### config.mk
export PLATFORM = sky130hd
export DESIGN_NAME = fe_top
export DESIGN_NICKNAME = d
export VERILOG_FILES = /design/src/logic/fe_pkg.sv /design/src/logic/fe_fetch_fifo.sv /design/src/logic/fe_instr_scan.sv /design/src/logic/fe_pc_gen.sv /design/src/logic/fe_top.sv
export SDC_FILE = /design/constraint.sdc
export NUM_CORES = 1
export LEC_CHECK = 0
export BUFFER_PORTS_ARGS = -buffer_cell sky130_fd_sc_hd__buf_2
export CAP_MARGIN = 20
export CORE_AREA = 2 2 180 182
export DETAILED_ROUTE_END_ITERATION = 8
export DIE_AREA = 0 0 182 184
export PLACE_DENSITY = 0.84
export SLEW_MARGIN = 20
export SYNTH_ARGS = -nofsm -noshare
export SYNTH_HDL_FRONTEND = slang
export SYNTH_SLANG_ARGS = --single-unit
### constraint.sdc
create_clock -name clk_i -period 8.37 [get_ports clk_i]
set_clock_uncertainty 0.15 [all_clocks]
set_input_delay 1.674 -clock clk_i [delete_from_list [all_inputs] [get_ports clk_i]]
set_output_delay 1.674 -clock clk_i [all_outputs]
set_load 0.1 [all_outputs]
### src/logic/fe_pkg.sv
// shared sizes, opcodes and lane word format for the fetch front end
// physical equals virtual; bundles are two 32-bit instructions, 8-byte aligned
package fe_pkg;

  // address and data widths
  localparam int VADDR_W  = 32;
  localparam int INSTR_W  = 32;
  localparam int BUNDLE_W = 2 * INSTR_W;

  // bundle stride and the low address bits that must be zero
  localparam logic [VADDR_W-1:0] BUNDLE_BYTES = 8;
  localparam logic [VADDR_W-1:0] INSTR_BYTES  = 4;
  localparam int BUNDLE_OFF_W = 3;

  // fetch buffer sizing
  localparam int FIFO_DEPTH = 4;
  localparam int FIFO_PTR_W = $clog2(FIFO_DEPTH);

  // risc-v major opcodes that transfer control
  localparam int OPC_W = 7;
  localparam logic [OPC_W-1:0] OPC_BRANCH = 7'b1100011;
  localparam logic [OPC_W-1:0] OPC_JAL    = 7'b1101111;
  localparam logic [OPC_W-1:0] OPC_JALR   = 7'b1100111;

  // back end command codes
  localparam int CMD_W = 2;
  localparam logic [CMD_W-1:0] CMD_REDIRECT = 2'd1;
  localparam logic [CMD_W-1:0] CMD_WAIT     = 2'd2;

  // lane message type
  localparam logic MSG_FETCH     = 1'b0;
  localparam logic MSG_EXCEPTION = 1'b1;

  // exception codes follow the risc-v mcause numbering
  localparam int EXC_W = 4;
  localparam logic [EXC_W-1:0] EXC_MISALIGNED   = 4'd0;
  localparam logic [EXC_W-1:0] EXC_ACCESS_FAULT = 4'd1;

  // one lane word
  localparam int QUEUE_W   = VADDR_W + INSTR_W;
  localparam int EXC_PAD_W = QUEUE_W - VADDR_W - EXC_W;

  // fetch view, pc in the upper half
  typedef struct packed {
    logic [VADDR_W-1:0] pc;
    logic [INSTR_W-1:0] instr;
  } fe_fetch_s;

  // exception view, faulting address then code, rest zero
  typedef struct packed {
    logic [VADDR_W-1:0]   vaddr;
    logic [EXC_W-1:0]     code;
    logic [EXC_PAD_W-1:0] pad;
  } fe_exc_s;

  // the lane type signal picks which view is meaningful
  typedef union packed {
    fe_fetch_s fetch;
    fe_exc_s   exc;
  } fe_queue_entry_u;

endpackage

### src/logic/fe_fetch_fifo.sv
// circular buffer with head shown combinationally; pushes while full are dropped
// flush clears old entries, a push in the same cycle becomes the only entry
module fe_fetch_fifo
  (
  input  logic                        clk_i,
  input  logic                        reset_i,
  input  logic                        flush_i,
  input  logic                        push_v_i,
  input  logic [fe_pkg::VADDR_W-1:0]  push_pc_i,
  input  logic [fe_pkg::BUNDLE_W-1:0] push_bundle_i,
  input  logic                        push_exc_v_i,
  input  logic [fe_pkg::EXC_W-1:0]    push_exc_code_i,
  input  logic                        pop_i,
  output logic                        full_o,
  output logic                        head_v_o,
  output logic [fe_pkg::VADDR_W-1:0]  head_pc_o,
  output logic [fe_pkg::BUNDLE_W-1:0] head_bundle_o,
  output logic                        head_exc_v_o,
  output logic [fe_pkg::EXC_W-1:0]    head_exc_code_o
  );

  // entry storage
  logic [fe_pkg::VADDR_W-1:0]  pc_mem     [fe_pkg::FIFO_DEPTH];
  logic [fe_pkg::BUNDLE_W-1:0] bundle_mem [fe_pkg::FIFO_DEPTH];
  logic                        exc_v_mem  [fe_pkg::FIFO_DEPTH];
  logic [fe_pkg::EXC_W-1:0]    exc_mem    [fe_pkg::FIFO_DEPTH];

  logic [fe_pkg::FIFO_PTR_W-1:0] rd_ptr_r;
  logic [fe_pkg::FIFO_PTR_W-1:0] wr_ptr_r;
  logic [fe_pkg::FIFO_PTR_W-1:0] wr_addr;
  logic [fe_pkg::FIFO_PTR_W:0]   count_r;
  logic                          wr_en;
  logic                          rd_en;

  assign full_o   = (count_r == (fe_pkg::FIFO_PTR_W+1)'(fe_pkg::FIFO_DEPTH));
  assign head_v_o = (count_r != '0);

  // flush frees the whole buffer, so a push then always fits
  assign wr_en   = push_v_i & (flush_i | ~full_o);
  assign rd_en   = pop_i & head_v_o & ~flush_i;
  assign wr_addr = flush_i ? '0 : wr_ptr_r;

  // head entry
  assign head_pc_o       = pc_mem[rd_ptr_r];
  assign head_bundle_o   = bundle_mem[rd_ptr_r];
  assign head_exc_v_o    = exc_v_mem[rd_ptr_r];
  assign head_exc_code_o = exc_mem[rd_ptr_r];

  always_ff @(posedge clk_i)
  begin
    if (reset_i)
    begin
      rd_ptr_r <= '0;
      wr_ptr_r <= '0;
      count_r  <= '0;
    end
    else if (flush_i)
    begin
      rd_ptr_r <= '0;
      wr_ptr_r <= (fe_pkg::FIFO_PTR_W)'(wr_en);
      count_r  <= (fe_pkg::FIFO_PTR_W+1)'(wr_en);
    end
    else
    begin
      // pointers wrap on their own, depth is a power of two
      if (wr_en)
        wr_ptr_r <= wr_ptr_r + 1'b1;
      if (rd_en)
        rd_ptr_r <= rd_ptr_r + 1'b1;
      if (wr_en & ~rd_en)
        count_r <= count_r + 1'b1;
      else if (rd_en & ~wr_en)
        count_r <= count_r - 1'b1;
    end
  end

  // payload write
  always_ff @(posedge clk_i)
  begin
    if (wr_en)
    begin
      pc_mem[wr_addr]     <= push_pc_i;
      bundle_mem[wr_addr] <= push_bundle_i;
      exc_v_mem[wr_addr]  <= push_exc_v_i;
      exc_mem[wr_addr]    <= push_exc_code_i;
    end
  end

endmodule

### src/logic/fe_instr_scan.sv
// splits the head bundle onto two lanes; purely combinational
// lane 2 is squashed behind a branch, jal or jalr, and behind any exception
module fe_instr_scan
  (
  input  logic                        head_v_i,
  input  logic [fe_pkg::VADDR_W-1:0]  head_pc_i,
  input  logic [fe_pkg::BUNDLE_W-1:0] head_bundle_i,
  input  logic                        head_exc_v_i,
  input  logic [fe_pkg::EXC_W-1:0]    head_exc_code_i,
  input  logic                        fe_queue_ready_i,
  output logic                        pop_o,
  output logic [fe_pkg::QUEUE_W-1:0]  fe_queue1_o,
  output logic                        fe_queue1_type_o,
  output logic                        fe_queue1_v_o,
  output logic [fe_pkg::QUEUE_W-1:0]  fe_queue2_o,
  output logic                        fe_queue2_type_o,
  output logic                        fe_queue2_v_o
  );

  fe_pkg::fe_queue_entry_u   lane1;
  fe_pkg::fe_queue_entry_u   lane2;
  logic [fe_pkg::INSTR_W-1:0] instr_lo;
  logic [fe_pkg::INSTR_W-1:0] instr_hi;
  logic [fe_pkg::OPC_W-1:0]   opc_lo;
  logic                       is_ctrl;

  // lower word sits at the bundle pc
  assign instr_lo = head_bundle_i[fe_pkg::INSTR_W-1:0];
  assign instr_hi = head_bundle_i[fe_pkg::BUNDLE_W-1:fe_pkg::INSTR_W];
  assign opc_lo   = instr_lo[fe_pkg::OPC_W-1:0];

  // control transfer in lane 1 makes the upper word dead
  assign is_ctrl = (opc_lo == fe_pkg::OPC_BRANCH)
                 | (opc_lo == fe_pkg::OPC_JAL)
                 | (opc_lo == fe_pkg::OPC_JALR);

  // lane 1 word, fetch or exception view
  always_comb
  begin
    lane1 = '0;
    if (head_exc_v_i)
    begin
      lane1.exc.vaddr = head_pc_i;
      lane1.exc.code  = head_exc_code_i;
    end
    else
    begin
      lane1.fetch.pc    = head_pc_i;
      lane1.fetch.instr = instr_lo;
    end
  end

  // lane 2 word, always the fetch view at pc+4
  always_comb
  begin
    lane2             = '0;
    lane2.fetch.pc    = head_pc_i + fe_pkg::INSTR_BYTES;
    lane2.fetch.instr = instr_hi;
  end

  assign fe_queue1_o      = lane1;
  assign fe_queue1_type_o = head_exc_v_i ? fe_pkg::MSG_EXCEPTION : fe_pkg::MSG_FETCH;
  assign fe_queue1_v_o    = head_v_i;

  assign fe_queue2_o      = lane2;
  assign fe_queue2_type_o = fe_pkg::MSG_FETCH;
  // lane 2 only rides along with a valid fetch in lane 1
  assign fe_queue2_v_o    = head_v_i & ~head_exc_v_i & ~is_ctrl;

  // both lanes leave together; the head stays put while ready is low
  assign pop_o = head_v_i & fe_queue_ready_i;

endmodule

### src/logic/fe_pc_gen.sv
// commands are accepted only while no bus cycle is open; one read in flight at most
// a full buffer holds off new reads, so every response has room when it lands
module fe_pc_gen
  (
  input  logic                        clk_i,
  input  logic                        reset_i,
  // back end commands
  input  logic                        fe_cmd_v_i,
  input  logic [fe_pkg::CMD_W-1:0]    fe_cmd_op_i,
  input  logic [fe_pkg::VADDR_W-1:0]  fe_cmd_vaddr_i,
  output logic                        fe_cmd_yumi_o,
  // wishbone classic read master
  output logic                        wb_cyc_o,
  output logic                        wb_stb_o,
  output logic [fe_pkg::VADDR_W-1:0]  wb_adr_o,
  input  logic [fe_pkg::BUNDLE_W-1:0] wb_dat_i,
  input  logic                        wb_ack_i,
  input  logic                        wb_err_i,
  // fetch buffer side
  input  logic                        fifo_full_i,
  output logic                        push_v_o,
  output logic [fe_pkg::VADDR_W-1:0]  push_pc_o,
  output logic [fe_pkg::BUNDLE_W-1:0] push_bundle_o,
  output logic                        push_exc_v_o,
  output logic [fe_pkg::EXC_W-1:0]    push_exc_code_o,
  output logic                        flush_o
  );

  // run_r low is the wait state
  logic                       run_r;
  // busy_r marks the open bus cycle
  logic                       busy_r;
  logic [fe_pkg::VADDR_W-1:0] pc_r;

  logic cmd_acc;
  logic redirect_v;
  logic wait_v;
  logic misalign_v;
  logic resp_v;
  logic err_v;
  logic issue_v;

  // command handshake, held off while a read is open
  assign cmd_acc       = fe_cmd_v_i & ~busy_r;
  assign fe_cmd_yumi_o = cmd_acc;

  assign redirect_v = cmd_acc & (fe_cmd_op_i == fe_pkg::CMD_REDIRECT);
  assign wait_v     = cmd_acc & (fe_cmd_op_i == fe_pkg::CMD_WAIT);
  // target must sit on a bundle boundary
  assign misalign_v = redirect_v & (|fe_cmd_vaddr_i[fe_pkg::BUNDLE_OFF_W-1:0]);

  // bus response ends the cycle; err wins over ack
  assign resp_v = busy_r & (wb_ack_i | wb_err_i);
  assign err_v  = busy_r & wb_err_i;

  // new read once the previous one closed and the buffer has room
  assign issue_v = run_r & ~busy_r & ~fifo_full_i & ~cmd_acc;

  // cyc and stb track the open cycle, address held from pc_r
  assign wb_cyc_o = busy_r;
  assign wb_stb_o = busy_r;
  assign wb_adr_o = pc_r;

  // buffer push: bus response, or misaligned redirect reported right away
  assign push_v_o        = misalign_v | resp_v;
  assign push_pc_o       = misalign_v ? fe_cmd_vaddr_i : pc_r;
  assign push_bundle_o   = wb_dat_i;
  assign push_exc_v_o    = misalign_v | err_v;
  assign push_exc_code_o = misalign_v ? fe_pkg::EXC_MISALIGNED : fe_pkg::EXC_ACCESS_FAULT;

  // every accepted redirect drops what was buffered
  assign flush_o = redirect_v;

  always_ff @(posedge clk_i)
  begin
    if (reset_i)
    begin
      run_r  <= 1'b0;
      busy_r <= 1'b0;
      pc_r   <= '0;
    end
    else if (redirect_v)
    begin
      pc_r   <= fe_cmd_vaddr_i;
      // aligned target starts its first read immediately
      run_r  <= ~misalign_v;
      busy_r <= ~misalign_v;
    end
    else if (wait_v)
    begin
      run_r <= 1'b0;
    end
    else if (resp_v)
    begin
      busy_r <= 1'b0;
      if (err_v)
      begin
        // access fault parks fetch until the next redirect
        run_r <= 1'b0;
      end
      else
      begin
        pc_r <= pc_r + fe_pkg::BUNDLE_BYTES;
      end
    end
    else if (issue_v)
    begin
      busy_r <= 1'b1;
    end
  end

endmodule

### src/logic/fe_top.sv
// dual-lane fetch front end: command intake, wishbone reads, buffer, lane scanner
// no translation and no cache; the memory must answer every read with ack or err
module fe_top
  (
  input  logic                        clk_i,
  input  logic                        reset_i,
  // back end commands
  input  logic                        fe_cmd_v_i,
  input  logic [fe_pkg::CMD_W-1:0]    fe_cmd_op_i,
  input  logic [fe_pkg::VADDR_W-1:0]  fe_cmd_vaddr_i,
  output logic                        fe_cmd_yumi_o,
  // instruction memory
  output logic                        wb_cyc_o,
  output logic                        wb_stb_o,
  output logic [fe_pkg::VADDR_W-1:0]  wb_adr_o,
  input  logic [fe_pkg::BUNDLE_W-1:0] wb_dat_i,
  input  logic                        wb_ack_i,
  input  logic                        wb_err_i,
  // queue lanes to the back end
  output logic [fe_pkg::QUEUE_W-1:0]  fe_queue1_o,
  output logic                        fe_queue1_type_o,
  output logic                        fe_queue1_v_o,
  output logic [fe_pkg::QUEUE_W-1:0]  fe_queue2_o,
  output logic                        fe_queue2_type_o,
  output logic                        fe_queue2_v_o,
  input  logic                        fe_queue_ready_i
  );

  // fetch unit to buffer
  logic                        push_v;
  logic [fe_pkg::VADDR_W-1:0]  push_pc;
  logic [fe_pkg::BUNDLE_W-1:0] push_bundle;
  logic                        push_exc_v;
  logic [fe_pkg::EXC_W-1:0]    push_exc_code;
  logic                        fifo_full;
  logic                        flush;

  // buffer to scanner
  logic                        head_v;
  logic [fe_pkg::VADDR_W-1:0]  head_pc;
  logic [fe_pkg::BUNDLE_W-1:0] head_bundle;
  logic                        head_exc_v;
  logic [fe_pkg::EXC_W-1:0]    head_exc_code;
  logic                        pop;

  fe_pc_gen u_pc_gen
    (
    .clk_i           (clk_i),
    .reset_i         (reset_i),
    .fe_cmd_v_i      (fe_cmd_v_i),
    .fe_cmd_op_i     (fe_cmd_op_i),
    .fe_cmd_vaddr_i  (fe_cmd_vaddr_i),
    .fe_cmd_yumi_o   (fe_cmd_yumi_o),
    .wb_cyc_o        (wb_cyc_o),
    .wb_stb_o        (wb_stb_o),
    .wb_adr_o        (wb_adr_o),
    .wb_dat_i        (wb_dat_i),
    .wb_ack_i        (wb_ack_i),
    .wb_err_i        (wb_err_i),
    .fifo_full_i     (fifo_full),
    .push_v_o        (push_v),
    .push_pc_o       (push_pc),
    .push_bundle_o   (push_bundle),
    .push_exc_v_o    (push_exc_v),
    .push_exc_code_o (push_exc_code),
    .flush_o         (flush)
    );

  fe_fetch_fifo u_fetch_fifo
    (
    .clk_i           (clk_i),
    .reset_i         (reset_i),
    .flush_i         (flush),
    .push_v_i        (push_v),
    .push_pc_i       (push_pc),
    .push_bundle_i   (push_bundle),
    .push_exc_v_i    (push_exc_v),
    .push_exc_code_i (push_exc_code),
    .pop_i           (pop),
    .full_o          (fifo_full),
    .head_v_o        (head_v),
    .head_pc_o       (head_pc),
    .head_bundle_o   (head_bundle),
    .head_exc_v_o    (head_exc_v),
    .head_exc_code_o (head_exc_code)
    );

  fe_instr_scan u_instr_scan
    (
    .head_v_i         (head_v),
    .head_pc_i        (head_pc),
    .head_bundle_i    (head_bundle),
    .head_exc_v_i     (head_exc_v),
    .head_exc_code_i  (head_exc_code),
    .fe_queue_ready_i (fe_queue_ready_i),
    .pop_o            (pop),
    .fe_queue1_o      (fe_queue1_o),
    .fe_queue1_type_o (fe_queue1_type_o),
    .fe_queue1_v_o    (fe_queue1_v_o),
    .fe_queue2_o      (fe_queue2_o),
    .fe_queue2_type_o (fe_queue2_type_o),
    .fe_queue2_v_o    (fe_queue2_v_o)
    );

endmodule

==> reports/qor.txt <==
Place WS -> 2.99 ns
Relative slew slack -> 29.4%
Register area -> 12,600 um2
CTS Root Cell -> clkbuf_16
Post-Place Cell Area -> 19,400 um2
Sequential-to-total area share from yosys stat -> 71.2%
Multi-input combinational cell area -> 4760 um2
Worst R2R Path Depth -> 7
Vias per cell -> 5.91
GRT Total Usage -> 22.7%
Clock transition at the registers of the reported paths -> 0.06 ns
CTS tree -> built
Hold path cells -> 2
Post-route ant nets -> 0
Power Density -> 287 nW/um2
Post-route clock period utilization -> 69.8%
WP data required -> 6.55 ns
Setup ws final -> 2.52 ns
First-pass detailed-route iteration total -> 5
Internal -> 3.84 mW
Starting Density -> 56.5%
Synthesized instance count -> 1,006
DIE WIDTH -> 182 um
Hold Buf Count CTS -> 0
Post-synth ARST share -> 0%
Core Area -> 31,400 um2
Synth Net Count -> 1,114
Dpl cells -> 1,635
Main synth FF type -> edfxtp_1
Psw -> 2.12 mW
Crit path kind -> reg2out
RD Place Congestion -> 0.882
Worst Hold Launch -> u_pc_gen.wb_adr_o[1]
Initial antenna violation count -> 1
CTS max path bufs -> 3
Sequential power share -> 41.1%
Final setup violation count -> 0
YS warnings -> 0
Port bufs -> 269
Layout area overhead -> 17.1%
Sw Share -> 35.6%
Die ar. -> 33,500 um2
Slew @ Worst Pin -> 1.06 ns
Total CTS buffers -> 43
# fillers -> 2,093
Final #Nets -> 1,386
Drt initial violations -> 878
Worst Hold Class -> reg2reg
Fmax -> 171 MHz
Tmin final -> 5.85 ns
Total power -> 5.97 mW
Setup tns final -> 0 ns
Core Util, Final -> 66.2%
Leakage -> 7.35 nW
Reg2reg setup slack -> 4.64 ns
Hold Vio Cnt, Final -> 0
Max-Cap Viols -> 0
HPWL after detailed placement -> 24,300 um
Die H -> 184 um
Syn Area/Cell -> 17.6 um2
RSZ-0062 raised after global routing -> false
Hold Path End -> u_pc_gen.wb_adr_o[1]
Clock latency on the worst-skew pair -> 0.54 ns
DRT Wirelength -> 37,900 um
Cell Count, Final, Fillers Out -> 1,714
IO Pins -> 271
Share of cells above drive strength 1 -> 35.2%
Total grt overflow -> 0
Crit Reg-Reg Endpoint -> u_fetch_fifo.bundle_mem[0][7]
Post-CTS resize count -> 0
CP Capture Type -> primary output
Pin count of the biggest net entering global routing -> 68
Comb power frac -> 27.2%
Clock power share -> 31.7%
Standard-cell rows -> 65
FF-to-FF Start -> u_pc_gen.wb_cyc_o
DRC -> 0
Total setup buffers inserted after CTS -> 0
Worst VDD drop -> 0.189 mV
Drt wl/cell -> 22.1 um
Hold WS -> 0.330 ns
CP arrival -> 4.02 ns
CTS sink count -> 435
Outcome -> finished, final reports clean
First-pass GRT wire length -> 57,800 um
Worst-path fanout max -> 42
Final instance area -> 20,800 um2
Routed vias -> 10,100
CP startpoint kind -> register
Post-synth EDFFs -> 392
Flops & latches, synth -> 435
Mapped Area -> 17,700 um2
Vias in the first global route -> 10,100
Yosys cell types -> 61
CTS H-tree depth -> 2
Final Max Slew Viols -> 0
-- cell families after synthesis --
logic type               Yosys count  synth area share, %
flip-flops                       435                 71.2
AND/OR/NAND/NOR                  296                 8.88
multiplexers                     101                 12.8
buffers and inverters             62                 2.08
XOR/XNOR                          54                 2.67
AO/OA/AOI/OAI                     53                 2.00
adder cells (fa/ha/maj)            4                0.324
other                              1               0.0211
-- critical path: stages, from the launching register on --
cell and delay [ns]:
dfxtp_4 0.78, buf_4 0.78, mux4_1 0.73, and2_1 0.22, nand2_1 0.09, nor3_2 0.05, xor2_1 0.31, buf_2 0.50
-- routing by layer --
layer	GRT usage (%)	wire, um
met5	0	0
met4	7.19	996
met3	4.85	3020
met2	36.9	18500
met1	31.2	15400
-- cell type report --
| class | instances | area share (%) |
|---|---|---|
| Tap cell | 402 | 2.42 |
| Multi-Input combinational cell | 509 | 22.9 |
| Antenna cell | 1 | 0.0120 |
| Clock buffer | 56 | 5.61 |
| Timing Repair Buffer | 279 | 6.84 |
| Inverter | 10 | 0.181 |
| Sequential cell | 435 | 60.8 |
| Clock inverter | 22 | 1.16 |
-- worst max-delay path by stage --
stage,endpoint,cells after the start,from
5_1_grt,fe_queue2_o[63],7,register
6_report,fe_queue2_o[54],7,register
3_3_place_gp,fe_queue2_o[54],7,register
3_5_place_dp,fe_queue2_o[54],7,register
2_1_floorplan,u_fetch_fifo.bundle_mem[1][0],4,wb_ack_i
4_1_cts,fe_queue2_o[54],7,register
-- cell usage after synthesis, types with 3 or more instances --
master	n	area (um2)
nand2_1	129	484
nor4_4	3	63.8
a21oi_1	11	55.1
and2_1	4	25.0
nor2_1	36	135
a311oi_1	3	26.3
and3_1	5	31.3
buf_2	7	35.0
nor3_2	4	40.0
buf_1	4	15.0
a31oi_1	5	31.3
edfxtp_1	392	11800
dfxtp_1	43	861
clkbuf_8	3	41.3
mux4_1	9	236
inv_1	10	37.5
a211oi_1	19	143
nand2b_1	4	25.0
nand3_1	17	85.1
ha_1	3	37.5
buf_6	3	33.8
clkbuf_1	23	86.3
or3_1	8	50.1
buf_4	8	60.1
xor2_1	36	315
mux4_2	89	2000
xnor2_1	18	158
o21ai_0	7	35.0
and4_1	5	43.8
nor3_1	14	70.1
nor2b_1	32	200
o211ai_1	4	30.0
nand4_1	9	56.3
-- cells in the final DEF (no fill, tap or decap), types with 4 or more instances in the layout --
master	n
a21oi_1	11
xnor2_1	18
mux4_1	9
a31oi_1	5
nor2b_1	32
o211ai_1	4
mux4_2	89
buf_2	269
clkinv_2	6
inv_1	9
clkinv_1	8
clkbuf_16	43
dfxtp_1	41
nand2_1	129
nor2_1	34
or3_1	8
bufinv_16	4
buf_4	10
and3_1	4
o21ai_0	7
nand4_1	9
nand3_1	17
edfxtp_1	392
nor3_2	4
nor3_1	14
a211oi_1	19
clkbuf_8	4
xor2_1	36
nand2b_1	4
and4_1	5
clkbuf_1	9
-- flip-flops by register name (all words and copies together), names as in the netlist, named ones only --
register / flops
u_fetch_fifo.bundle_mem: 256
u_fetch_fifo.count_r: 3
u_fetch_fifo.exc_mem: 4
u_fetch_fifo.exc_v_mem: 4
u_fetch_fifo.pc_mem: 128
u_fetch_fifo.rd_ptr_r: 2
u_fetch_fifo.wr_ptr_r: 2
u_pc_gen.run_r: 1
u_pc_gen.wb_adr_o: 32
u_pc_gen.wb_cyc_o: 1
-- power by group through the flow --
stage | clock (mW) | sequential [mW] | combinational (mW)
after floorplan | 0 | 2.52 | 1.37
after global placement | 0 | 2.50 | 1.62
after detailed placement | 0 | 2.50 | 1.63
after CTS | 1.92 | 2.45 | 1.63
after global routing | 2.01 | 2.46 | 1.68
final | 1.89 | 2.45 | 1.62
Note: power is estimated with default switching activity, not from simulation.
